--- src/design/sw_defs.svh ---
`ifndef SW_DEFS_SVH
`define SW_DEFS_SVH

// Switch geometry
`define NUM_PORTS       4
`define NUM_BANKS       8
`define PAGES_PER_BANK  16
`define WORDS_PER_PAGE  8
`define WORD_W          16
`define ECC_W           8

// Derived widths
`define PAGE_W          (`WORD_W * `WORDS_PER_PAGE)
`define PORT_ID_W       2
`define BANK_ID_W       3
`define PAGE_IDX_W      4
`define FILL_W          5   // Holds 0 to PAGES_PER_BANK
`define BIT_IDX_W       7   // Selects one of the PAGE_W data bits

// Flow control
`define PORT_CREDITS    2

// Port moves on once its bank holds more pages than this
`define REBIND_LEVEL    12

`endif

--- src/design/sw_pkg.sv ---
`default_nettype none

`include "sw_defs.svh"

package sw_pkg;

    typedef logic [`WORD_W-1:0]     word_t;
    typedef logic [`PAGE_W-1:0]     page_t;     // Word 0 in bits 15:0
    typedef logic [`ECC_W-1:0]      ecc_t;
    typedef logic [`PORT_ID_W-1:0]  port_id_t;
    typedef logic [`BANK_ID_W-1:0]  bank_id_t;
    typedef logic [`PAGE_IDX_W-1:0] page_idx_t;

    typedef struct packed {
        bank_id_t  bank;
        page_idx_t idx;
    } page_loc_t;

    // Page write toward the store, code computed before any injected flip
    typedef struct packed {
        page_loc_t loc;
        page_t     data;
        ecc_t      code;
    } page_wr_t;

    typedef struct packed {
        port_id_t  port;
        page_loc_t loc;
    } page_done_t;

    typedef struct packed {
        page_t data;
        logic  corrected;
    } rd_rsp_t;

    typedef struct packed {
        logic                  valid;
        logic [`BIT_IDX_W-1:0] bit_idx;
    } err_inj_t;

endpackage

`default_nettype wire

--- src/design/bank_allocator.sv ---
`timescale 1ns/1ps
`default_nettype none

`include "sw_defs.svh"

module bank_allocator (
    input  logic                                 clk,
    input  logic                                 rst,
    input  logic [`NUM_PORTS-1:0]                alloc_req,
    output logic [`NUM_PORTS-1:0]                alloc_gnt,
    output sw_pkg::page_loc_t [`NUM_PORTS-1:0]   alloc_loc
);

    // Fill count doubles as the next free page index
    logic [`FILL_W-1:0] fill_q [`NUM_BANKS];
    logic [`FILL_W-1:0] fill_d [`NUM_BANKS];
    sw_pkg::bank_id_t   bind_q [`NUM_PORTS];
    sw_pkg::bank_id_t   bind_d [`NUM_PORTS];
    logic [`NUM_BANKS-1:0] held_q;
    logic [`NUM_BANKS-1:0] held_d;

    always_comb begin
        for (int p = 0; p < `NUM_PORTS; p++) begin
            alloc_gnt[p] = alloc_req[p] &&
                           (fill_q[bind_q[p]] < `FILL_W'(`PAGES_PER_BANK));
            alloc_loc[p].bank = bind_q[p];
            alloc_loc[p].idx  = fill_q[bind_q[p]][`PAGE_IDX_W-1:0];
        end
    end

    // Ports never share a bank, so each grant bumps its own counter
    always_comb begin
        sw_pkg::bank_id_t   b;
        logic [`FILL_W-1:0] nf;
        logic               found;
        b      = '0;
        nf     = '0;
        found  = 1'b0;
        fill_d = fill_q;
        bind_d = bind_q;
        held_d = held_q;
        for (int p = 0; p < `NUM_PORTS; p++) begin
            b = bind_q[p];
            if (alloc_gnt[p]) begin
                nf = fill_q[b] + 1'b1;
                fill_d[b] = nf;
                if (nf > `FILL_W'(`REBIND_LEVEL)) begin
                    found = 1'b0;
                    // Lowest unheld bank still at or under the level
                    for (int k = 0; k < `NUM_BANKS; k++) begin
                        if (!found && !held_d[k] && fill_d[k] <= `FILL_W'(`REBIND_LEVEL)) begin
                            found     = 1'b1;
                            bind_d[p] = sw_pkg::bank_id_t'(k);
                            held_d[k] = 1'b1;
                            held_d[b] = 1'b0;  // Old bank released
                        end
                    end
                end
            end
        end
    end

    always_ff @(posedge clk) begin
        if (rst) begin
            for (int k = 0; k < `NUM_BANKS; k++) begin
                fill_q[k] <= '0;
            end
            for (int p = 0; p < `NUM_PORTS; p++) begin
                bind_q[p] <= sw_pkg::bank_id_t'(p);  // Port i starts on bank i
            end
            held_q <= `NUM_BANKS'((1 << `NUM_PORTS) - 1);
        end else begin
            fill_q <= fill_d;
            bind_q <= bind_d;
            held_q <= held_d;
        end
    end

endmodule

`default_nettype wire

--- config.mk ---
export PLATFORM = sky130hd
export DESIGN_NAME = bank_allocator
export DESIGN_NICKNAME = d
export VERILOG_FILES = /design/src/design/sw_pkg.sv /design/src/design/bank_allocator.sv
export VERILOG_INCLUDE_DIRS = /design/src /design/src/design
export SDC_FILE = /design/constraint.sdc
export NUM_CORES = 1
export LEC_CHECK = 0
export CORE_AREA = 2 2 156 158
export CTS_CLUSTER_SIZE = 28
export DETAILED_ROUTE_END_ITERATION = 6
export DIE_AREA = 0 0 158 160
export DONT_BUFFER_PORTS = 1
export PLACE_DENSITY = 0.55
export SLEW_MARGIN = 5
export SYNTH_ARGS = -nofsm -noshare
export SYNTH_HDL_FRONTEND = slang
export SYNTH_SLANG_ARGS = --single-unit
--- constraint.sdc ---
create_clock -name clk -period 15.05 [get_ports clk]
set_input_delay 2.2575 -clock clk [delete_from_list [all_inputs] [get_ports clk]]
set_output_delay 2.2575 -clock clk [all_outputs]
set_load 0.02 [all_outputs]
==> run metrics <==
global route overflow=0; run status=completed; max frequency=0.119 GHz; Total Routed Length=43,800 um; most frequent cells in the layout=nor2_1 (168), nand2_1 (118), a21oi_1 (100); ys flop type=dfxtp_1; Worst Path Required=15,300 ps; total net switching power=0.245 mW; RSZ-0062 raised after global routing=no; Synth Cell Area=0.00906 mm^2; commonest non-fill, non-tap cell in the layout=nor2_1; post-layout min period=8400 ps; chip width=158 um; Clk pin slew, worst setup/hold paths=60 ps; layout cell share with drive strength beyond 1=12.0%; Final ANT Viol Nets=0; P_int=0.360 mW; Switching Fraction=40.5%; DRC violations left=0; HP Class=reg2reg; Initial Utilization=38.0%; vias in the first global route=9,830; largest net degree at the start of global routing=53; critical path class=reg2reg; vias per inst=6.96; Clock Skew=21.6 ps; TritonCTS clock tree=built; Cell Chain, Critical Path=buf_4, mux4_2, mux2i_4, inv_2, ha_1, inv_1, a21oi_1, nor2_1, a31oi_1, o221a_1, o311ai_1, a21boi_1, nor4_2, a31oi_1, nor4_2, nand3_1, a32o_1, a22o_1, nor2b_1, a21oi_1, a211oi_1; root cell of the clock tree=clkbuf_16; GPL Wtd Cong=1.03; Comb pwr share=31.7%; worst-margin pin slew=1200 ps; Hold Buf Count CTS=0; I/O pin count=38; DR WL met2=18,300 um; Die ar.=0.0253 mm^2; setup TNS=0 ps; Top Layer Used=met4; Finish-stage setup viols=0; met3 wire length=5350 um; R2R depth=21; Sequential Power Share=30.4%; Synth Register Bits=60; Area Overhead vs Synth=6.60%; Mapped Nets=1,269; critical path startpoint category=flip-flop; Die Y=160 um; CP endpoint kind=flip-flop; Clock power frac=37.9%; Clock Latency Late Sink=360 ps; Data arrival, critical path=8660 ps; worst rel slew slack=19.6%; Period Utilization, post-route=55.8%; DP HPWL=33,400 um; first-pass GRT wire length=64,200 um; initial antenna violation count=0; CP peak stage delay=840 ps; Core Region=0.0238 mm^2; register area=0.00120 mm^2; Site Rows=57; fraction of registers with async set/reset=0%; CTS max path bufs=2; number of nets in the layout=1,233; n_diodes=0; Netlist cell types=104; final hold vios=0; Cells after Synth=1,255; Inst Count DP=1,532; # resized after CTS=0; Iteration-0 DRC Markers=1,622; Mean Syn Cell Area=7.22 um^2; CP max FO=35; Vias=10,800; WL met1=17,400 um; worst vdd ir=0.0468 mV; WL per Instance=28.3 um; PortBufs=0; CTS sink count=60; Seq/Total Area, Yosys=13.3%; slowest stage cell, crit path=nor4_2; P_leak=3.63 nW; hold depth=1; Multi-input gate area=0.00738 mm^2; postcts setup bufs=0; GRT Overall Usage=34.1%; CTS Buf Count=9; Synthesis Warnings=0; Pins Over Slew Limit=0; Pre-antenna DRT Iters=6; Non-Filler Instances=1,548; Post-synth EDFFs=0; CTS H-tree depth=3; Pwr per Cell Area=62.5 mW/mm^2; total of max-cap violations=0; fillers=2,529
worst paths after layout:
check | start | end | slack [ps]
setup reg to reg | alloc_loc[6]$_SDFFE_PP0P_ | held_q[5]$_SDFF_PP0_ | 6650
hold reg to reg | alloc_loc[27]$_SDFFE_PP0P_ | alloc_loc[27]$_SDFFE_PP0P_ | 670
setup / recovery | alloc_loc[6]$_SDFFE_PP0P_ | held_q[5]$_SDFF_PP0_ | 6650
hold / removal | alloc_loc[27]$_SDFFE_PP0P_ | alloc_loc[27]$_SDFFE_PP0P_ | 670
synth_stat cells (all sizes together), types with 8 or more instances:
library cell	instances	area share [%]
a311oi	9	0.87
a22oi	12	0.99
nand4	13	0.90
o31ai	9	0.75
nand2b	22	1.5
nor4	13	1.1
ha	8	1.1
o211ai	19	1.6
or2	12	0.83
a211o	9	0.87
a21o	9	0.75
nand3	35	1.9
a21oi	102	5.7
and2	17	1.2
nand2	119	5.0
o211a	10	1.1
and3	20	1.4
o21a	10	0.83
or3	15	1.1
dfxtp	60	13
o22ai	17	1.4
mux2	25	3.1
nor2b	16	1.1
a211oi	48	4.0
mux4	23	5.7
nor3	38	2.2
o21ai	54	3.2
a31oi	30	2.4
buf	25	1.6
inv	38	1.6
a221oi	8	0.91
clkbuf	51	2.1
nor2	168	7.0
mux2i	60	6.8
o221ai	10	1.2
layer usage:
layer	GRT usage, %	vias up
met5	0	-
met4	16.1	0
met3	8.96	161
met2	50.4	782
met1	45.9	5051
li1	-	4777
stage by stage:
stage	area [um^2]	power (mW)	hold WS (ps)	utilization, %	setup slack (ps)
floorplan	9060	0.309	733	-	8750
global placement	9350	0.369	677	39.3	7080
detailed placement	9350	0.369	670	39.3	7040
CTS	9660	0.599	684	40.6	6930
global route	9660	0.622	708	40.6	6310
finish	9660	0.604	675	40.6	6650
final cells by class:
cell class	count	share of cell area, %
Inverter	39	1.52
Timing Repair Buffer	29	2.25
Clock buffer	10	2.47
Clock inverter	6	0.725
Tap cell	324	4.20
Multi-Input combinational cell	1080	76.4
Sequential cell	60	12.4
power groups by stage:
stage | Combinational [mW] | Clock [mW] | Sequential, mW
final | 0.192 | 0.229 | 0.183
after global routing | 0.202 | 0.238 | 0.182
after CTS | 0.185 | 0.232 | 0.182
after detailed placement | 0.184 | 0 | 0.185
after global placement | 0.184 | 0 | 0.185
after floorplan | 0.135 | 0 | 0.174
sequential cells by signal (all words and copies together) (netlist names):
name       flops
fill_q        40
held_q         8
alloc_loc     12
critical path, delay by kind of cell, from the launching register on:
kind                     cells  cell delay (ps)
AO/OA/AOI/OAI               10             3010
flip-flops                   1              310
multiplexers                 2              960
buffers and inverters        3              960
AND/OR/NAND/NOR              5             2630
adder cells (fa/ha/maj)      1              410
logic make-up after synthesis:
| kind of cell | count (synthesis) | synth area share, % |
|---|---|---|
| AND/OR/NAND/NOR | 508 | 27.1 |
| XOR/XNOR | 13 | 1.34 |
| AO/OA/AOI/OAI | 443 | 36.2 |
| buffers and inverters | 115 | 5.30 |
| multiplexers | 108 | 15.6 |
| flip-flops | 60 | 13.3 |
| adder cells (fa/ha/maj) | 8 | 1.10 |
Power figures use the tool's default switching activity.
