### config.mk
export PLATFORM = sky130hd
export DESIGN_NAME = page_assembler
export DESIGN_NICKNAME = d
export VERILOG_FILES = /design/src/design/sw_pkg.sv /design/src/design/ecc_encoder.sv /design/src/design/page_assembler.sv
export VERILOG_INCLUDE_DIRS = /design/src /design/src/design
export SDC_FILE = /design/constraint.sdc
export NUM_CORES = 1
export LEC_CHECK = 0
export BUFFER_PORTS_ARGS = -buffer_cell sky130_fd_sc_hd__clkbuf_2
export CAP_MARGIN = 25
export CORE_ASPECT_RATIO = 0.6
export CORE_MARGIN = 2
export CORE_UTILIZATION = 35
export CTS_BUF_LIST = sky130_fd_sc_hd__clkbuf_8
export DETAILED_ROUTE_END_ITERATION = 16
export GPL_TIMING_DRIVEN = 1
export HOLD_SLACK_MARGIN = 0.08
export SETUP_SLACK_MARGIN = 0.05
export SLEW_MARGIN = 10
export SYNTH_ARGS = -nofsm -noshare
export SYNTH_HDL_FRONTEND = slang
export SYNTH_SLANG_ARGS = --single-unit
### constraint.sdc
create_clock -name clk -period 6.4 [get_ports clk]
set_input_delay 0.64 -clock clk [delete_from_list [all_inputs] [get_ports clk]]
set_output_delay 0.64 -clock clk [all_outputs]
set_load 0.01 [all_outputs]
### src/design/sw_defs.svh
`ifndef SW_DEFS_SVH
`define SW_DEFS_SVH

// Switch geometry
`define NUM_PORTS       4
`define NUM_BANKS       8
`define PAGES_PER_BANK  16
`define WORDS_PER_PAGE  8
`define WORD_W          16
`define ECC_W           8

// Derived widths
`define PAGE_W          (`WORD_W * `WORDS_PER_PAGE)
`define PORT_ID_W       2
`define BANK_ID_W       3
`define PAGE_IDX_W      4
`define FILL_W          5   // Holds 0 to PAGES_PER_BANK
`define BIT_IDX_W       7   // Selects one of the PAGE_W data bits

// Flow control
`define PORT_CREDITS    2

// Port moves on once its bank holds more pages than this
`define REBIND_LEVEL    12

`endif

### src/design/sw_pkg.sv
`default_nettype none

`include "sw_defs.svh"

package sw_pkg;

    typedef logic [`WORD_W-1:0]     word_t;
    typedef logic [`PAGE_W-1:0]     page_t;     // Word 0 in bits 15:0
    typedef logic [`ECC_W-1:0]      ecc_t;
    typedef logic [`PORT_ID_W-1:0]  port_id_t;
    typedef logic [`BANK_ID_W-1:0]  bank_id_t;
    typedef logic [`PAGE_IDX_W-1:0] page_idx_t;

    typedef struct packed {
        bank_id_t  bank;
        page_idx_t idx;
    } page_loc_t;

    // Page write toward the store, code computed before any injected flip
    typedef struct packed {
        page_loc_t loc;
        page_t     data;
        ecc_t      code;
    } page_wr_t;

    typedef struct packed {
        port_id_t  port;
        page_loc_t loc;
    } page_done_t;

    typedef struct packed {
        page_t data;
        logic  corrected;
    } rd_rsp_t;

    typedef struct packed {
        logic                  valid;
        logic [`BIT_IDX_W-1:0] bit_idx;
    } err_inj_t;

endpackage

`default_nettype wire

### src/design/ecc_encoder.sv
`timescale 1ns/1ps
`default_nettype none

`include "sw_defs.svh"

module ecc_encoder (
    input  sw_pkg::page_t data,
    output sw_pkg::ecc_t  code
);

    // Code word positions 1 to 136, check bits sit at the powers of two
    localparam int cw_len = `PAGE_W + `ECC_W;

    always_comb begin
        int d;
        code = '0;
        d = 0;
        for (int pos = 1; pos <= cw_len; pos++) begin
            if ((pos & (pos - 1)) != 0) begin
                for (int b = 0; b < `ECC_W; b++) begin
                    if (pos[b]) begin
                        code[b] = code[b] ^ data[d];
                    end
                end
                d++;  // Next data bit
            end
        end
    end

endmodule

`default_nettype wire

### src/design/page_assembler.sv
`timescale 1ns/1ps
`default_nettype none

`include "sw_defs.svh"

module page_assembler #(
    parameter sw_pkg::port_id_t port_id = '0
) (
    input  logic               clk,
    input  logic               rst,
    input  logic               word_avail,
    input  sw_pkg::word_t      word_in,
    output logic               word_pop,
    output logic               alloc_req,
    input  logic               alloc_gnt,
    input  sw_pkg::page_loc_t  alloc_loc,
    input  sw_pkg::err_inj_t   err_inj,
    output logic               inj_taken,
    output sw_pkg::page_wr_t   page_wr,
    output logic               page_wr_en,
    output sw_pkg::page_done_t page_done,
    output logic               done_valid
);

    localparam int cnt_w = $clog2(`WORDS_PER_PAGE + 1);

    sw_pkg::page_t    page_q;
    sw_pkg::page_t    inj_mask;
    sw_pkg::ecc_t     code;
    logic [cnt_w-1:0] cnt_q;
    logic             full;
    logic             fire;

    assign full      = cnt_q == cnt_w'(`WORDS_PER_PAGE);
    assign word_pop  = word_avail && !full;  // Stalls while a page waits for a grant
    assign alloc_req = full;
    assign fire      = full && alloc_gnt;

    ecc_encoder i_ecc_encoder (
        .data (page_q),
        .code (code)
    );

    // Flip lands after encoding so the store sees a correctable error
    assign inj_mask = err_inj.valid ? (sw_pkg::page_t'(1) << err_inj.bit_idx) : '0;

    always_comb begin
        page_wr.loc    = alloc_loc;
        page_wr.data   = page_q ^ inj_mask;
        page_wr.code   = code;
        page_done.port = port_id;
        page_done.loc  = alloc_loc;
    end

    assign page_wr_en = fire;
    assign done_valid = fire;
    assign inj_taken  = fire && err_inj.valid;

    // New word enters at the top, word 0 ends in the low bits
    always_ff @(posedge clk) begin
        if (word_pop) begin
            page_q <= {word_in, page_q[`PAGE_W-1:`WORD_W]};
        end
    end

    always_ff @(posedge clk) begin
        if (rst) begin
            cnt_q <= '0;
        end else if (fire) begin
            cnt_q <= '0;
        end else if (word_pop) begin
            cnt_q <= cnt_q + 1'b1;
        end
    end

endmodule

`default_nettype wire

==> flow_results.org <==
** Worst setup path
- Startpoint Class :: register
- Along the worst path, the maximum fanout reaches 5.
- Data required time at the worst endpoint :: 5.76 ns
- The cell that appears most often on the critical path is sky130_fd_sc_hd__xnor3_1.
- Data arrives at the worst endpoint at 3.15 ns.
- The signal on the critical path passes through xor3_1 > xnor3_1 > xor2_1 > xnor3_1 > xnor3_1 > clkbuf_2.
- CP peak stage delay :: 0.55 ns
- Critical path class :: register to output pin
- The worst setup path is captured at an output pin.
- Slowest cell on the critical path :: sky130_fd_sc_hd__edfxtp_1
- The critical path starts at page_q[117].
- The startpoint identified for the worst register-to-register timing path is cnt_q[0].

** Job
- Max capacitance violation total :: 0

** Synthesis
- The synthesized netlist occupies a cell area of 8546 µm².
- Gate count of the mapped netlist :: 696
- Synthesis instantiated 25 different standard cells from the library.
- For this run, the register share of the synthesized area comes to 0.4592.
- A synthesized cell averages 12.28 µm².
- Flip-flop and latch count after synthesis :: 132
- For this run, the number of Yosys warnings is 0.

** CTS
- Max H-tree Level :: 4
- Buffers inserted during clock tree synthesis total 17.
- The clock passes through at most 2 buffers.
- The number of setup buffers added after CTS is 0.
- For the worst-skew pair, the clock arrives at the later sink with an insertion delay of 0.47 ns.
- Clock tree sinks :: 132
- Clock-pin slew was measured on the worst setup and hold paths at 0.09 ns.
- The root buffer cell chosen for the clock tree is sky130_fd_sc_hd__clkbuf_8.
- TritonCTS built the clock tree.
- Hold Buf Count CTS :: 0
- Post-cts sizing count :: 0

** Routing
- Post-DR wirelength/cell :: 24.33 µm
- Routed wire length :: 29220 µm
- Number of vias per cell after detailed routing :: 4.881
- Number of remaining DRC errors :: 0
- The first detailed-routing pass took 7 iterations.
- Number of routed nets with antenna violations :: 0
- For this block, the initial DRC count from the detailed router was 668.
- Total via count after detailed routing :: 5862

** Hold path
- The tightest min-delay check is of the primary input to register type.
- The startpoint identified for the worst hold timing path is word_in[6].

** Timing
- For the pin with the worst max-slew slack, the measured transition is 1.121 ns.
- Setup violations remaining at the end of the flow were counted as 0.
- The worst pin sits at a relative slew slack of 0.2499.
- The max-slew violation count was 0.
- Achievable frequency :: 264.1 MHz
- Subtracting the final worst setup slack from the clock period gives 3.787 ns.
- For the final database, setup skew stands at 0.01786 ns.
- For the final routed database, the setup TNS stands at 0 ns.
- Hold is met by 0.3510 ns.
- Setup repair after global routing left no endpoint under its margin.
- Number of endpoints with negative hold slack in the final report :: 0
- Of the available clock period, the critical path in the final layout requires 0.5917.

** Floorplan
- Measured along the x axis, the die boundary spans 205.7 µm.
- Die extent in y :: 125.0 µm
- Initial cell density of the core :: 0.3552
- The floorplan has 44 rows.
- Area of the die :: 25720 µm²
- Pin placement for this block handled 192 I/O pins.
- The floorplan step defined a core boundary enclosing 24060 µm².

** Final layout
- In the final layout, the share of cells above drive strength 1 is 0.2537.
- Cell area after layout :: 10120 µm²
- Nets :: 903
- Relative to the synthesized area, the layout overhead comes to 18.48%.
- Leaving out fill and tap cells, the most frequent cell in the layout is sky130_fd_sc_hd__xnor2_1.
- The number of antenna diodes in the final layout is 0.
- In the layout the commonest cells are sky130_fd_sc_hd__xnor2_1 (214), sky130_fd_sc_hd__clkbuf_2 (168), sky130_fd_sc_hd__edfxtp_1 (128).

** Global routing
- Met2 track demand over resource in global routing :: 0.2925
- In the global route stage, met3 resource usage came out at 0.06152.
- Maximum number of pins on one net before global-route repair :: 73
- Via count of the first global-routing pass :: 5656
- The initial antenna violation count is 0.
- The first global-routing pass estimated 40510 µm of wire.
- For this run the aggregate overflow at the end of global routing stands at 0.
- Layer carrying the most global-route usage :: met1
- For met1 alone, demand over resource in global routing was 0.3743.
- Overall routing resource usage :: 0.2303

** Power and ir drop
- Cell internal power was estimated by the tool at 2.152 mW.
- Worst voltage drop across the vdd grid :: 0.0001655 V
- Switching power total :: 1.143 mW
- Of the total power, the share spent switching nets is 0.3469.
- Power spread over the standard cell area amounts to 325.5 nW/µm².
- Of the total power, combinational logic draws 0.451.
- Share of total power in sequential cells :: 0.336
- Leakage power :: 4.033 nW
- Part of the total power dissipated in the clock network :: 0.213

** Place
- Input and output buffers added on the ports amount to 168.
- After detailed placement, the total cell area comes to 9734 µm².
- Placed wire-length estimate after detailed placement :: 22860 µm
- Routability-driven placement congestion ratio :: 0.9336

** Run status
- Status :: finished clean
-- power groups by stage --
stage | registers (mW) | logic (mW) | clock network, mW
after global routing | 1.11 | 1.56 | 0.753
after global placement | 1.12 | 1.49 | 0
after floorplan | 1.09 | 1.03 | 0
final | 1.11 | 1.48 | 0.703
after detailed placement | 1.13 | 1.48 | 0
after CTS | 1.11 | 1.49 | 0.715
-- registers in the layout, indices dropped and copies added (netlist names) --
register / flops
cnt_q: 4
page_q: 128
-- final cells by class --
class	instances	area, µm²
Fill cell	2300	13930
Multi-Input combinational cell	530	4458
Sequential cell	132	3924
Timing Repair Buffer	183	957.2
Tap cell	322	402.9
Clock buffer	17	234.0
Clock inverter	15	141.4
Inverter	2	7.507
-- synth_stat cells (all sizes together) --
cell / count / share of area
nor2: 56 / 0.025
and3b: 1 / 0.0010
nand4: 3 / 0.0022
dfxtp: 4 / 0.0094
and2: 1 / 0.00073
xor3: 4 / 0.011
and3: 1 / 0.00073
nand2: 96 / 0.042
xor2: 77 / 0.079
xnor3: 43 / 0.11
edfxtp: 128 / 0.45
nor2b: 4 / 0.0029
conb: 1 / 0.00044
or2: 5 / 0.0037
clkbuf: 16 / 0.0070
a21oi: 1 / 0.00059
buf: 17 / 0.015
nand3: 4 / 0.0023
ha: 2 / 0.0029
nand2b: 7 / 0.0051
xnor2: 214 / 0.22
nor4: 1 / 0.00073
nor3: 8 / 0.0047
inv: 2 / 0.00088
-- through the flow --
step,instances,worst slack [ns],util,power [mW]
2_1_floorplan,697,1.133,-,2.119
4_1_cts,1199,2.552,0.4202,3.313
3_3_place_gp,1164,3.090,0.4035,2.613
5_1_grt,1201,2.490,0.4208,3.430
6_report,1201,2.613,0.4208,3.295
3_5_place_dp,1167,3.097,0.4046,2.610
-- worst max-delay path: cells and delay by family, from the launching register on --
kind                   cells  cell delay (ns)
buffers and inverters      1             0.15
flip-flops                 1             0.55
XOR/XNOR                   5             2.00
-- path summary, 6_finish.rpt --
path | endpoint | slack [ns] | cells after the start
setup / recovery | page_wr[0] | 2.61 | 6
hold / removal | page_q[118] | 0.35 | 1
setup reg to reg | cnt_q[2] | 4.19 | 8
hold reg to reg | page_q[43] | 0.52 | 0
-- cells by family after synthesis --
family,count (synthesis),share of synthesized area
adders and majority gates,2,0.002928
buffers and inverters,35,0.02284
DFF,132,0.4592
and+or+nand+nor,187,0.09092
AOI/OAI and AO/OA,1,0.0005851
xor gates and xnor gates,338,0.4231
other,1,0.0004388
-- metal layers --
metal	vias to the layer above	routed length (µm)
met5	-	0
met4	0	469
met3	24	3541
met2	364	11190
met1	2866	14020
li1	2608	-
No activity file was read; power rests on OpenSTA's default activity.
