### src/design/credit_fifo.sv
`timescale 1ns/1ps
`default_nettype none

module credit_fifo #(
    parameter type payload_t = logic [7:0],
    parameter int  depth     = 2
) (
    input  logic     clk,
    input  logic     rst,
    input  logic     push,
    input  payload_t push_data,
    input  logic     pop,
    output payload_t pop_data,
    output logic     not_empty,
    output logic     credit
);

    localparam int ptr_w = (depth > 1) ? $clog2(depth) : 1;
    localparam int cnt_w = $clog2(depth + 1);

    payload_t         mem [depth];
    logic [ptr_w-1:0] wr_ptr;
    logic [ptr_w-1:0] rd_ptr;
    logic [cnt_w-1:0] count;
    logic             do_pop;

    assign not_empty = count != '0;
    assign do_pop    = pop && not_empty;
    assign pop_data  = mem[rd_ptr];  // Head is visible with not_empty

    always_ff @(posedge clk) begin
        if (push) begin
            mem[wr_ptr] <= push_data;
        end
    end

    always_ff @(posedge clk) begin
        if (rst) begin
            wr_ptr <= '0;
            rd_ptr <= '0;
            count  <= '0;
            credit <= 1'b0;
        end else begin
            if (push) begin
                wr_ptr <= (wr_ptr == ptr_w'(depth - 1)) ? '0 : wr_ptr + 1'b1;
            end
            if (do_pop) begin
                rd_ptr <= (rd_ptr == ptr_w'(depth - 1)) ? '0 : rd_ptr + 1'b1;
            end
            count  <= count + cnt_w'(push) - cnt_w'(do_pop);
            credit <= do_pop;  // One credit back per popped entry
        end
    end

endmodule

`default_nettype wire

### config.mk
export PLATFORM = sky130hd
export DESIGN_NAME = credit_fifo
export DESIGN_NICKNAME = d
export VERILOG_FILES = /design/src/design/credit_fifo.sv
export SDC_FILE = /design/constraint.sdc
export NUM_CORES = 1
export LEC_CHECK = 0
export BUFFER_PORTS_ARGS = -buffer_cell sky130_fd_sc_hd__buf_2
export CORE_AREA = 4 4 49 51
export DETAILED_ROUTE_END_ITERATION = 16
export DIE_AREA = 0 0 53 55
export PLACE_DENSITY_LB_ADDON = 0.08
export RECOVER_POWER = 100
export SLEW_MARGIN = 5
export SYNTH_ARGS = -nofsm -noshare
export SYNTH_HDL_FRONTEND = slang
export SYNTH_SLANG_ARGS = --single-unit
### constraint.sdc
create_clock -name clk -period 1.3 [get_ports clk]
set_input_delay 0.13 -clock clk [delete_from_list [all_inputs] [get_ports clk]]
set_output_delay 0.13 -clock clk [all_outputs]
set_load 0.02 [all_outputs]
==> impl_metrics.env, run 1 <==
export IMPL_status="finished with violations"
export IMPL_failed_checks="negative setup slack"
export IMPL_skew_ns=0.00602
export IMPL_numCtsBuffers=3
export IMPL_grt_start_max_net_pins=13
export IMPL_leakage_nw=0.502
export IMPL_gp_congestion=0.598
export IMPL_gr_usage_all_layers_pct=11.5
export IMPL_cpPeakStageDelay_ns=0.38
export IMPL_synth_top_area_share_pct=57.3
export IMPL_viasPerCell=4.46
export IMPL_max_freq_ghz=0.738
export IMPL_route_detailed_wl_per_inst_um=12.8
export IMPL_ys_types=13
export IMPL_num_vias=508
export IMPL_nNetsFinal=102
export IMPL_clock_root_buffer="clkbuf_4"
export IMPL_synth_most_common_cell="edfxtp_1"
export IMPL_syn_avg_cell_area_um2=17.1
export IMPL_dpl_instance_area_um2=1000
export IMPL_final_hold_violation_count=0
export IMPL_min_period_ns=1.36
export IMPL_power_density_nw_per_um2=1680
export IMPL_n_antenna_cell=0
export IMPL_die_y_um=55
export IMPL_dp_cells=100
export IMPL_dieArea_um2=2920
export IMPL_synth_edf_count=16
export IMPL_clock_latency_ns=0.30
export IMPL_yosys_most_used_dff="edfxtp_1"
export IMPL_tightest_slew_ns=0.405
export IMPL_place_ws_ns=-0.0302
export IMPL_ioPinCount=22
export IMPL_synth_commonest_cells="edfxtp_1 (16), mux2_1 (10), dfxtp_1 (6), nor2b_1 (4), nor2_1 (3)"
export IMPL_cp_data_required_time_ns=1.17
export IMPL_cts_sinks=22
export IMPL_finalPower_mw=2.05
export IMPL_cts_clk_slew_worst_paths_ns=0.11
export IMPL_critical_path_top_delay_family="flip-flops"
export IMPL_hp_class="primary input to register"
export IMPL_fillers=164
export IMPL_synth_area_leader_cell="edfxtp_1"
export IMPL_routed_wl_um=1460
export IMPL_synth_seq_cells=22
export IMPL_cp_cell_sequence="buf_4, mux2_4, buf_6"
export IMPL_cts_tree="done"
export IMPL_start_util_pct=43.2
export IMPL_grt_overflow_total=0
export IMPL_yosysSeqAreaShare_pct=71.6
export IMPL_hpwl_um=960
export IMPL_critPathKind="register to primary output"
export IMPL_numPortBuffers=21
export IMPL_hold_path_startpoint="push_data[3]"
export IMPL_cp_num_buf_inv=2
export IMPL_setup_viol=10
export IMPL_yosysWarnings=0
export IMPL_fin_area_um2=1210
export IMPL_ir_drop_mv=1.04
export IMPL_maxSlewHeadroom_pct=73.0
export IMPL_syn2layout_area_growth_pct=44.9
export IMPL_syn_num_nets=63
export IMPL_syn_inst=49
export IMPL_r2r_slack_ns=-0.04
export IMPL_fin_crit_sh_pct=104
export IMPL_grt_pass1_wl_um=2280
export IMPL_timing_rr_start="count[0]"
export IMPL_layout_drive_gt1_share_pct=42.5
export IMPL_die_w_um=53
export IMPL_antenna_left=0
export IMPL_fin_cells=114
export IMPL_coreArea_um2=1940
export IMPL_syn_area_um2=838
export IMPL_synth_area_top_cells="edfxtp_1 (57%), dfxtp_1 (14%), mux2_1 (13%)"
export IMPL_drc=0
export IMPL_slowest_stage="dfxtp_4"
export IMPL_maxCapViolCount=0
export IMPL_drtIter0Drc=1
export IMPL_critPathLaunchType="register"
export IMPL_critPathArrivalTime_ns=1.23
export IMPL_fin_ws_ns=-0.0555
export IMPL_rsz0062_at_grt="true"
export IMPL_crit_fanout=4
export IMPL_htree_levels=1
export IMPL_drv_slew=0
export IMPL_grt_pass1_vias=543
export IMPL_rows=16
export IMPL_end_kind="primary output"
export IMPL_clockBufferDepth=2
export IMPL_async_reset_ff_share_pct=0
export IMPL_dr_pass1_iters=2
export IMPL_antenna_found_initial=0
path summary, 6_finish.rpt:
check | end | depth (start not counted)
max | pop_data[1] | 3
min | mem[1][3] | 1
max reg2reg | count[1] | 6
min reg2reg | wr_ptr | 2
cells in the final DEF, fill, tap and decap left out, types with 3 or more instances in the layout:
master | Yosys | final
buf_2 | 1 | 6
buf_4 | 0 | 3
buf_6 | 0 | 12
clkbuf_1 | 0 | 7
clkbuf_4 | 0 | 3
dfxtp_1 | 6 | 5
dlygate4sd3_1 | 0 | 6
edfxtp_1 | 16 | 16
mux2_4 | 0 | 10
nor2_1 | 3 | 3
nor2b_1 | 4 | 4
what timing repair did:
action | 4_1_cts | 5_1_grt
hold buffers | 2 | 4
buffers inserted | 3 | 1
setup endpoints to repair | 10 | 10
hold endpoints to repair | 4 | 7
resized for setup | 29 | 4
layout make-up:
type                            count  area [µm²]  share of cell area, %
Clock buffer                        4        26.3                   2.16
Inverter                            2        7.51                  0.618
Multi-Input combinational cell     24         263                   21.6
Sequential cell                    22         604                   49.7
Tap cell                           27        33.8                   2.78
Timing Repair Buffer               35         280                   23.1
sequential cells by signal, summed over array words and instances (netlist names), named ones only:
| name | flops |
|---|---|
| credit | 1 |
| rd_ptr | 1 |
| mem | 16 |
| wr_ptr | 1 |
| count | 2 |
layer usage:
layer	wire length, µm	track usage (%)	vias to the layer above
li1	-	-	251
met1	511	10.4	246
met2	884	23.1	11
met3	62	2.68	0
met4	0	6.38	0
met5	0	0	-
logic make-up (layout without fill, tap and decap cells):
kind of cell	count (synthesis)	count (layout)	synth area share (%)
buffers and inverters	3	41	1.49
xor gates and xnor gates	2	2	3.73
DFF	22	22	71.6
muxes	10	10	13.4
AOI/OAI and AO/OA	1	1	0.896
adders and majority gates	2	2	2.98
and+or+nand+nor	9	9	5.82
through the flow:
| stage | hold slack [ns] | setup TNS (ns) | utilization (%) |
|---|---|---|---|
| after floorplan | 0.202 | -0.00594 | - |
| after global placement | 0.319 | 0 | 51.6 |
| after detailed placement | 0.322 | -0.0302 | 51.6 |
| after CTS | 0.0000751 | -0.604 | 59.9 |
| after global routing | 0.0340 | -1.03 | 62.6 |
| final | 0.0303 | -0.476 | 62.6 |
power by group:
group / internal [mW] / leakage, nW / switching, mW / total, mW
logic: 0.513 / 0.287 / 0.328 / 0.840
clock network: 0.119 / 0.0150 / 0.185 / 0.304
registers: 0.851 / 0.200 / 0.0512 / 0.902
Power figures use the tool's default switching activity.
==> inputs of run 2 (changes only) <==
--- a/config.mk
+++ b/config.mk
@@ -6,9 +6,9 @@
 export NUM_CORES = 1
 export LEC_CHECK = 0
 export BUFFER_PORTS_ARGS = -buffer_cell sky130_fd_sc_hd__buf_2
-export CORE_AREA = 4 4 49 51
+export CORE_AREA = 4 4 54 56
 export DETAILED_ROUTE_END_ITERATION = 16
-export DIE_AREA = 0 0 53 55
+export DIE_AREA = 0 0 58 60
 export PLACE_DENSITY_LB_ADDON = 0.08
 export RECOVER_POWER = 100
 export SLEW_MARGIN = 5
==> impl_metrics.env, run 2 (same netlist as run 1, synthesis figures left out) <==
export IMPL_status="finished with violations"
export IMPL_failed_checks="negative setup slack"
export IMPL_end_kind="primary output"
export IMPL_clkPwrFrac_pct=15.2
export IMPL_grt_pass1_wl_um=1900
export IMPL_crit_fanout=5
export IMPL_coreArea_um2=2430
export IMPL_cp_cell_sequence="buf_6, mux2_4, buf_6"
export IMPL_seqPwrFrac_pct=46.6
export IMPL_top_usage_layer="met2"
export IMPL_drtIter0Drc=1
export IMPL_clockBufferDepth=2
export IMPL_largest_reg_flops=16
export IMPL_fin_ws_ns=-0.0333
export IMPL_r2r_slack_ns=-0.02
export IMPL_gp_congestion=0.635
export IMPL_gr_usage_all_layers_pct=7.56
export IMPL_ioPinCount=22
export IMPL_grt_overflow_total=0
export IMPL_die_y_um=60
export IMPL_grt_use_met3_pct=1.94
export IMPL_setup_viol=9
export IMPL_syn2layout_area_growth_pct=41.6
export IMPL_tightest_slew_ns=0.306
export IMPL_crit_top_cell="buf_6"
export IMPL_mostFrequentLayoutCell="edfxtp_1"
export IMPL_final_cell_mix="edfxtp_1 (16), clkbuf_1 (10), buf_6 (10)"
export IMPL_fin_cells=117
export IMPL_min_period_ns=1.33
export IMPL_rows=18
export IMPL_power_switching_mw=0.518
export IMPL_drv_slew=0
export IMPL_maxCapViolCount=0
export IMPL_numPortBuffers=21
export IMPL_leakage_nw=0.481
export IMPL_routed_wl_um=1200
export IMPL_met2_usage_pct=14.2
export IMPL_clock_root_buffer="clkbuf_4"
export IMPL_grt_start_max_net_pins=13
export IMPL_dp_cells=106
export IMPL_layout_drive_gt1_share_pct=36.8
export IMPL_critPathLaunchType="register"
export IMPL_use_met1_pct=7.21
export IMPL_timing_rr_start="count[0]"
export IMPL_power_density_nw_per_um2=1620
export IMPL_viasPerCell=4.18
export IMPL_htree_levels=1
export IMPL_dr_pass1_iters=2
export IMPL_skew_ns=0.00137
export IMPL_critPathKind="register to primary output"
export IMPL_min_path_cells=1
export IMPL_route_detailed_wl_per_inst_um=10.2
export IMPL_clock_latency_ns=0.29
export IMPL_start_util_pct=34.5
export IMPL_n_antenna_cell=0
export IMPL_num_vias=489
export IMPL_slowest_stage="dfxtp_2"
export IMPL_swShare_pct=27.0
export IMPL_hp_class="primary input to register"
export IMPL_max_freq_ghz=0.750
export IMPL_final_hold_violation_count=0
export IMPL_hold_path_startpoint="push_data[0]"
export IMPL_rsz0062_at_grt="true"
export IMPL_drc=0
export IMPL_cp_data_required_time_ns=1.17
export IMPL_power_frac_comb_pct=38.3
export IMPL_cts_tree="done"
export IMPL_r2r_cells=6
export IMPL_min_to="mem[0][0]"
export IMPL_dpl_instance_area_um2=1030
export IMPL_antenna_found_initial=0
export IMPL_cts_sinks=22
export IMPL_dieArea_um2=3480
export IMPL_fin_crit_sh_pct=103
export IMPL_top_register="mem"
export IMPL_fin_area_um2=1190
export IMPL_nNetsFinal=102
export IMPL_maxSlewHeadroom_pct=79.6
export IMPL_cts_clk_slew_worst_paths_ns=0.10
export IMPL_ir_drop_mv=0.780
export IMPL_grt_pass1_vias=502
export IMPL_numCtsBuffers=3
export IMPL_antenna_left=0
export IMPL_reg2reg_to="count[1]"
export IMPL_cpPeakStageDelay_ns=0.36
export IMPL_critPathArrivalTime_ns=1.20
export IMPL_top_regs="mem x16, count x2"
export IMPL_die_w_um=58
export IMPL_intPower_mw=1.40
-- run 2: changes by cell type in the layout (fill, tap and decap cells not counted) --
cell / delta
dfxtp_2: +2
and2_1: -1
buf_4: -2
mux2_1: +2
buf_1: +1
buf_6: -2
mux2_4: -2
dfxtp_4: -1
and2_0: +1
clkbuf_1: +3
dfxtp_1: -1
-- run 2: area by class of cell --
cell class	instances	area, µm²
Clock buffer	4	26.3
Fill cell	237	1240
Inverter	2	7.51
Multi-Input combinational cell	24	255
Sequential cell	22	603
Tap cell	30	37.5
Timing Repair Buffer	35	258
-- run 2: how the worst max path moves through the flow --
stage,cells after the start,start,to
after global placement,6,count[0],count[1]
after floorplan,6,count[0],count[1]
after detailed placement,6,count[0],count[1]
after global routing,6,count[0],count[1]
final,3,register,pop_data[3]
after CTS,3,register,pop_data[3]
-- run 2: timing repair --
| action | 4_1_cts | 5_1_grt |
|---|---|---|
| resized for setup | 28 | 0 |
| setup endpoints to repair | 10 | 10 |
| hold buffers | 0 | 6 |
| hold endpoints to repair | 0 | 12 |
| buffers inserted | 1 | 0 |
-- run 2: critical path, delay by kind of cell (launching register included) --
family	cells	cell delay (ns)
DFF	1	0.36
muxes	1	0.30
buffers and inverters	2	0.26
-- run 2: stage by stage --
stage | TNS, ns | total power, mW | utilization (%) | hold WS, ns | setup WS [ns]
2_1_floorplan | -0.00594 | 1.29 | - | 0.202 | -0.00594
3_3_place_gp | 0 | 1.48 | 42.3 | 0.319 | 0.000961
3_5_place_dp | -0.0292 | 1.49 | 42.3 | 0.321 | -0.0292
4_1_cts | -0.442 | 1.97 | 47.4 | 0.00549 | -0.0596
5_1_grt | -0.984 | 2.07 | 48.8 | 0.0295 | -0.136
6_report | -0.226 | 1.92 | 48.8 | 0.0299 | -0.0333
-- run 2: power by group through the flow --
stage	sequential [mW]	combinational, mW	clock (mW)
final	0.894	0.735	0.291
after CTS	0.895	0.757	0.315
after floorplan	0.894	0.400	0
after detailed placement	0.901	0.592	0
after global routing	0.905	0.802	0.358
after global placement	0.897	0.587	0
-- run 2: per-layer routing --
layer / vias to the layer above / routed length (µm)
li1: 252 / -
met3: 0 / 57
met4: 0 / 0
met2: 13 / 645
met5: - / 0
met1: 224 / 495
==> inputs of run 3 (changes only) <==
--- a/config.mk
+++ b/config.mk
@@ -6,9 +6,9 @@
 export NUM_CORES = 1
 export LEC_CHECK = 0
 export BUFFER_PORTS_ARGS = -buffer_cell sky130_fd_sc_hd__buf_2
-export CORE_AREA = 4 4 54 56
+export CORE_AREA = 3 3 53 55
 export DETAILED_ROUTE_END_ITERATION = 16
-export DIE_AREA = 0 0 58 60
+export DIE_AREA = 0 0 56 58
 export PLACE_DENSITY_LB_ADDON = 0.08
 export RECOVER_POWER = 100
 export SLEW_MARGIN = 5
==> impl_metrics.env, run 3 (same netlist as run 1, synthesis figures left out) <==
export IMPL_status="finished with violations"
export IMPL_failed_checks="negative setup slack"
export IMPL_cts_sinks=22
export IMPL_numPortBuffers=21
export IMPL_clkPwrFrac_pct=15.7
export IMPL_coreArea_um2=2430
export IMPL_route_detailed_wl_per_inst_um=11.1
export IMPL_dieArea_um2=3250
export IMPL_hp_class="primary input to register"
export IMPL_numCtsBuffers=3
export IMPL_path_depth=3
export IMPL_max_freq_ghz=0.741
export IMPL_clock_root_buffer="clkbuf_4"
export IMPL_seqPwrFrac_pct=46.5
export IMPL_dpl_instance_area_um2=1020
export IMPL_power_frac_comb_pct=37.7
export IMPL_ioPinCount=22
export IMPL_grt_start_max_net_pins=13
export IMPL_num_vias=460
export IMPL_end_kind="primary output"
export IMPL_r2r_cells=6
export IMPL_finalPower_mw=1.92
export IMPL_cp_num_buf_inv=2
export IMPL_rows=18
export IMPL_cpPeakStageDelay_ns=0.36
export IMPL_largest_reg_flops=16
export IMPL_gp_congestion=0.618
export IMPL_drv_slew=0
export IMPL_power_density_nw_per_um2=1690
export IMPL_start_util_pct=34.5
export IMPL_maxCapViolCount=0
export IMPL_antenna_left=0
export IMPL_routed_wl_um=1230
export IMPL_endpoint="pop_data[4]"
export IMPL_nNetsFinal=96
export IMPL_intPower_mw=1.38
export IMPL_dr_pass1_iters=2
export IMPL_ff_latch_area_um2=603
export IMPL_top_regs="mem x16, count x2"
export IMPL_grt_overflow_total=0
export IMPL_viasPerCell=4.14
export IMPL_gr_usage_all_layers_pct=8.49
export IMPL_setup_viol=10
export IMPL_ir_drop_mv=0.895
export IMPL_top_register="mem"
export IMPL_timing_rr_start="count[0]"
export IMPL_final_hold_violation_count=0
export IMPL_htree_levels=1
export IMPL_critPathLaunchType="register"
export IMPL_die_y_um=58
export IMPL_reg2reg_to="count[1]"
export IMPL_min_period_ns=1.35
export IMPL_final_cell_mix="edfxtp_1 (16), buf_6 (10), mux2_4 (8), buf_2 (8), clkbuf_1 (7)"
export IMPL_fin_crit_sh_pct=104
export IMPL_critPathKind="register to primary output"
export IMPL_tightest_slew_ns=0.279
export IMPL_drtIter0Drc=4
export IMPL_die_w_um=56
export IMPL_crit_top_cell="buf_6"
export IMPL_mostFrequentLayoutCell="edfxtp_1"
export IMPL_crit_fanout=5
export IMPL_n_antenna_cell=0
export IMPL_multi_input_area_um2=255
export IMPL_grt_pass1_vias=490
export IMPL_fin_area_um2=1140
export IMPL_cp_data_required_time_ns=1.17
export IMPL_syn2layout_area_growth_pct=35.5
export IMPL_cts_tree="done"
export IMPL_cts_clk_slew_worst_paths_ns=0.11
export IMPL_r2r_slack_ns=-0.03
export IMPL_swShare_pct=28.0
export IMPL_power_switching_mw=0.539
export IMPL_hpwl_um=897
export IMPL_cp_cell_sequence="buf_6, mux2_4, buf_6"
export IMPL_leakage_nw=0.466
export IMPL_clockBufferDepth=2
export IMPL_antenna_found_initial=0
export IMPL_layout_drive_gt1_share_pct=42.0
export IMPL_drc=0
export IMPL_critical_path_top_delay_family="flip-flops"
export IMPL_fillers=230
export IMPL_critPathArrivalTime_ns=1.22
export IMPL_fin_util_pct=46.7
export IMPL_maxSlewHeadroom_pct=81.4
export IMPL_skew_ns=0.00251
export IMPL_slowest_stage="dfxtp_2"
export IMPL_clock_latency_ns=0.30
export IMPL_fin_ws_ns=-0.0501
export IMPL_rsz0062_at_grt="true"
export IMPL_grt_pass1_wl_um=2070
-- run 3: cell count changes in the layout (fill, tap and decap cells not counted), sizes merged --
cell,before,now
clkinv,0,1
dlygate4sd3,6,1
clkbuf,15,12
buf,18,19
-- run 3: power groups by stage --
stage,sequential (mW),clock (mW),combinational (mW)
after floorplan,0.894,0,0.400
after global placement,0.895,0,0.585
after detailed placement,0.901,0,0.581
after CTS,0.894,0.317,0.752
after global routing,0.911,0.339,0.799
final,0.895,0.302,0.726
-- run 3: how the worst min path moves through the flow --
stage | startpoint | end | slack [ns] | depth (start not counted)
after global routing | push_data[5] | mem[0][5] | 0.001 | 1
after detailed placement | push_data[1] | mem[1][1] | 0.33 | 1
final | push_data[3] | mem[1][3] | 0.02 | 1
after global placement | push_data[1] | mem[1][1] | 0.32 | 1
after floorplan | rst | count[0] | 0.20 | 1
after CTS | push_data[0] | mem[1][0] | 0.005 | 1
-- run 3: area by class of cell --
class                      count  area share, %
multi-input combinational     24           22.5
inverter                       2          0.661
sequential                    22           53.1
timing repair buffer          29           18.2
tap                           30           3.30
clock buffer                   3           1.98
clock inverter                 1          0.330
-- run 3: stage by stage --
stage / setup TNS [ns] / hold WS [ns] / setup slack, ns / cells
6_report: -0.395 / 0.0180 / -0.0501 / 111
3_3_place_gp: 0 / 0.320 / 0.00331 / 105
5_1_grt: -0.978 / 0.00137 / -0.149 / 111
3_5_place_dp: -0.0225 / 0.326 / -0.0225 / 105
4_1_cts: -0.543 / 0.00459 / -0.0713 / 110
2_1_floorplan: -0.00594 / 0.202 / -0.00594 / 49
-- run 3: timing repair --
item	in CTS	in global routing
hold buffers	0	1
setup buffers	1	0
endpoints found under the setup margin	10	10
pin swaps	0	0
gates resized for setup	28	0
hold endpoints to repair	0	2
-- run 3: routing by layer --
layer  up-vias  global-route usage (%)  share of wire [%]  wire [µm]
met2        13                    13.7                 49        608
li1        239                       -                  -          -
met5         -                       0                  0          0
met4         0                    5.08                  0          0
met1       208                    10.2                 45        553
met3         0                    2.23                5.6         69
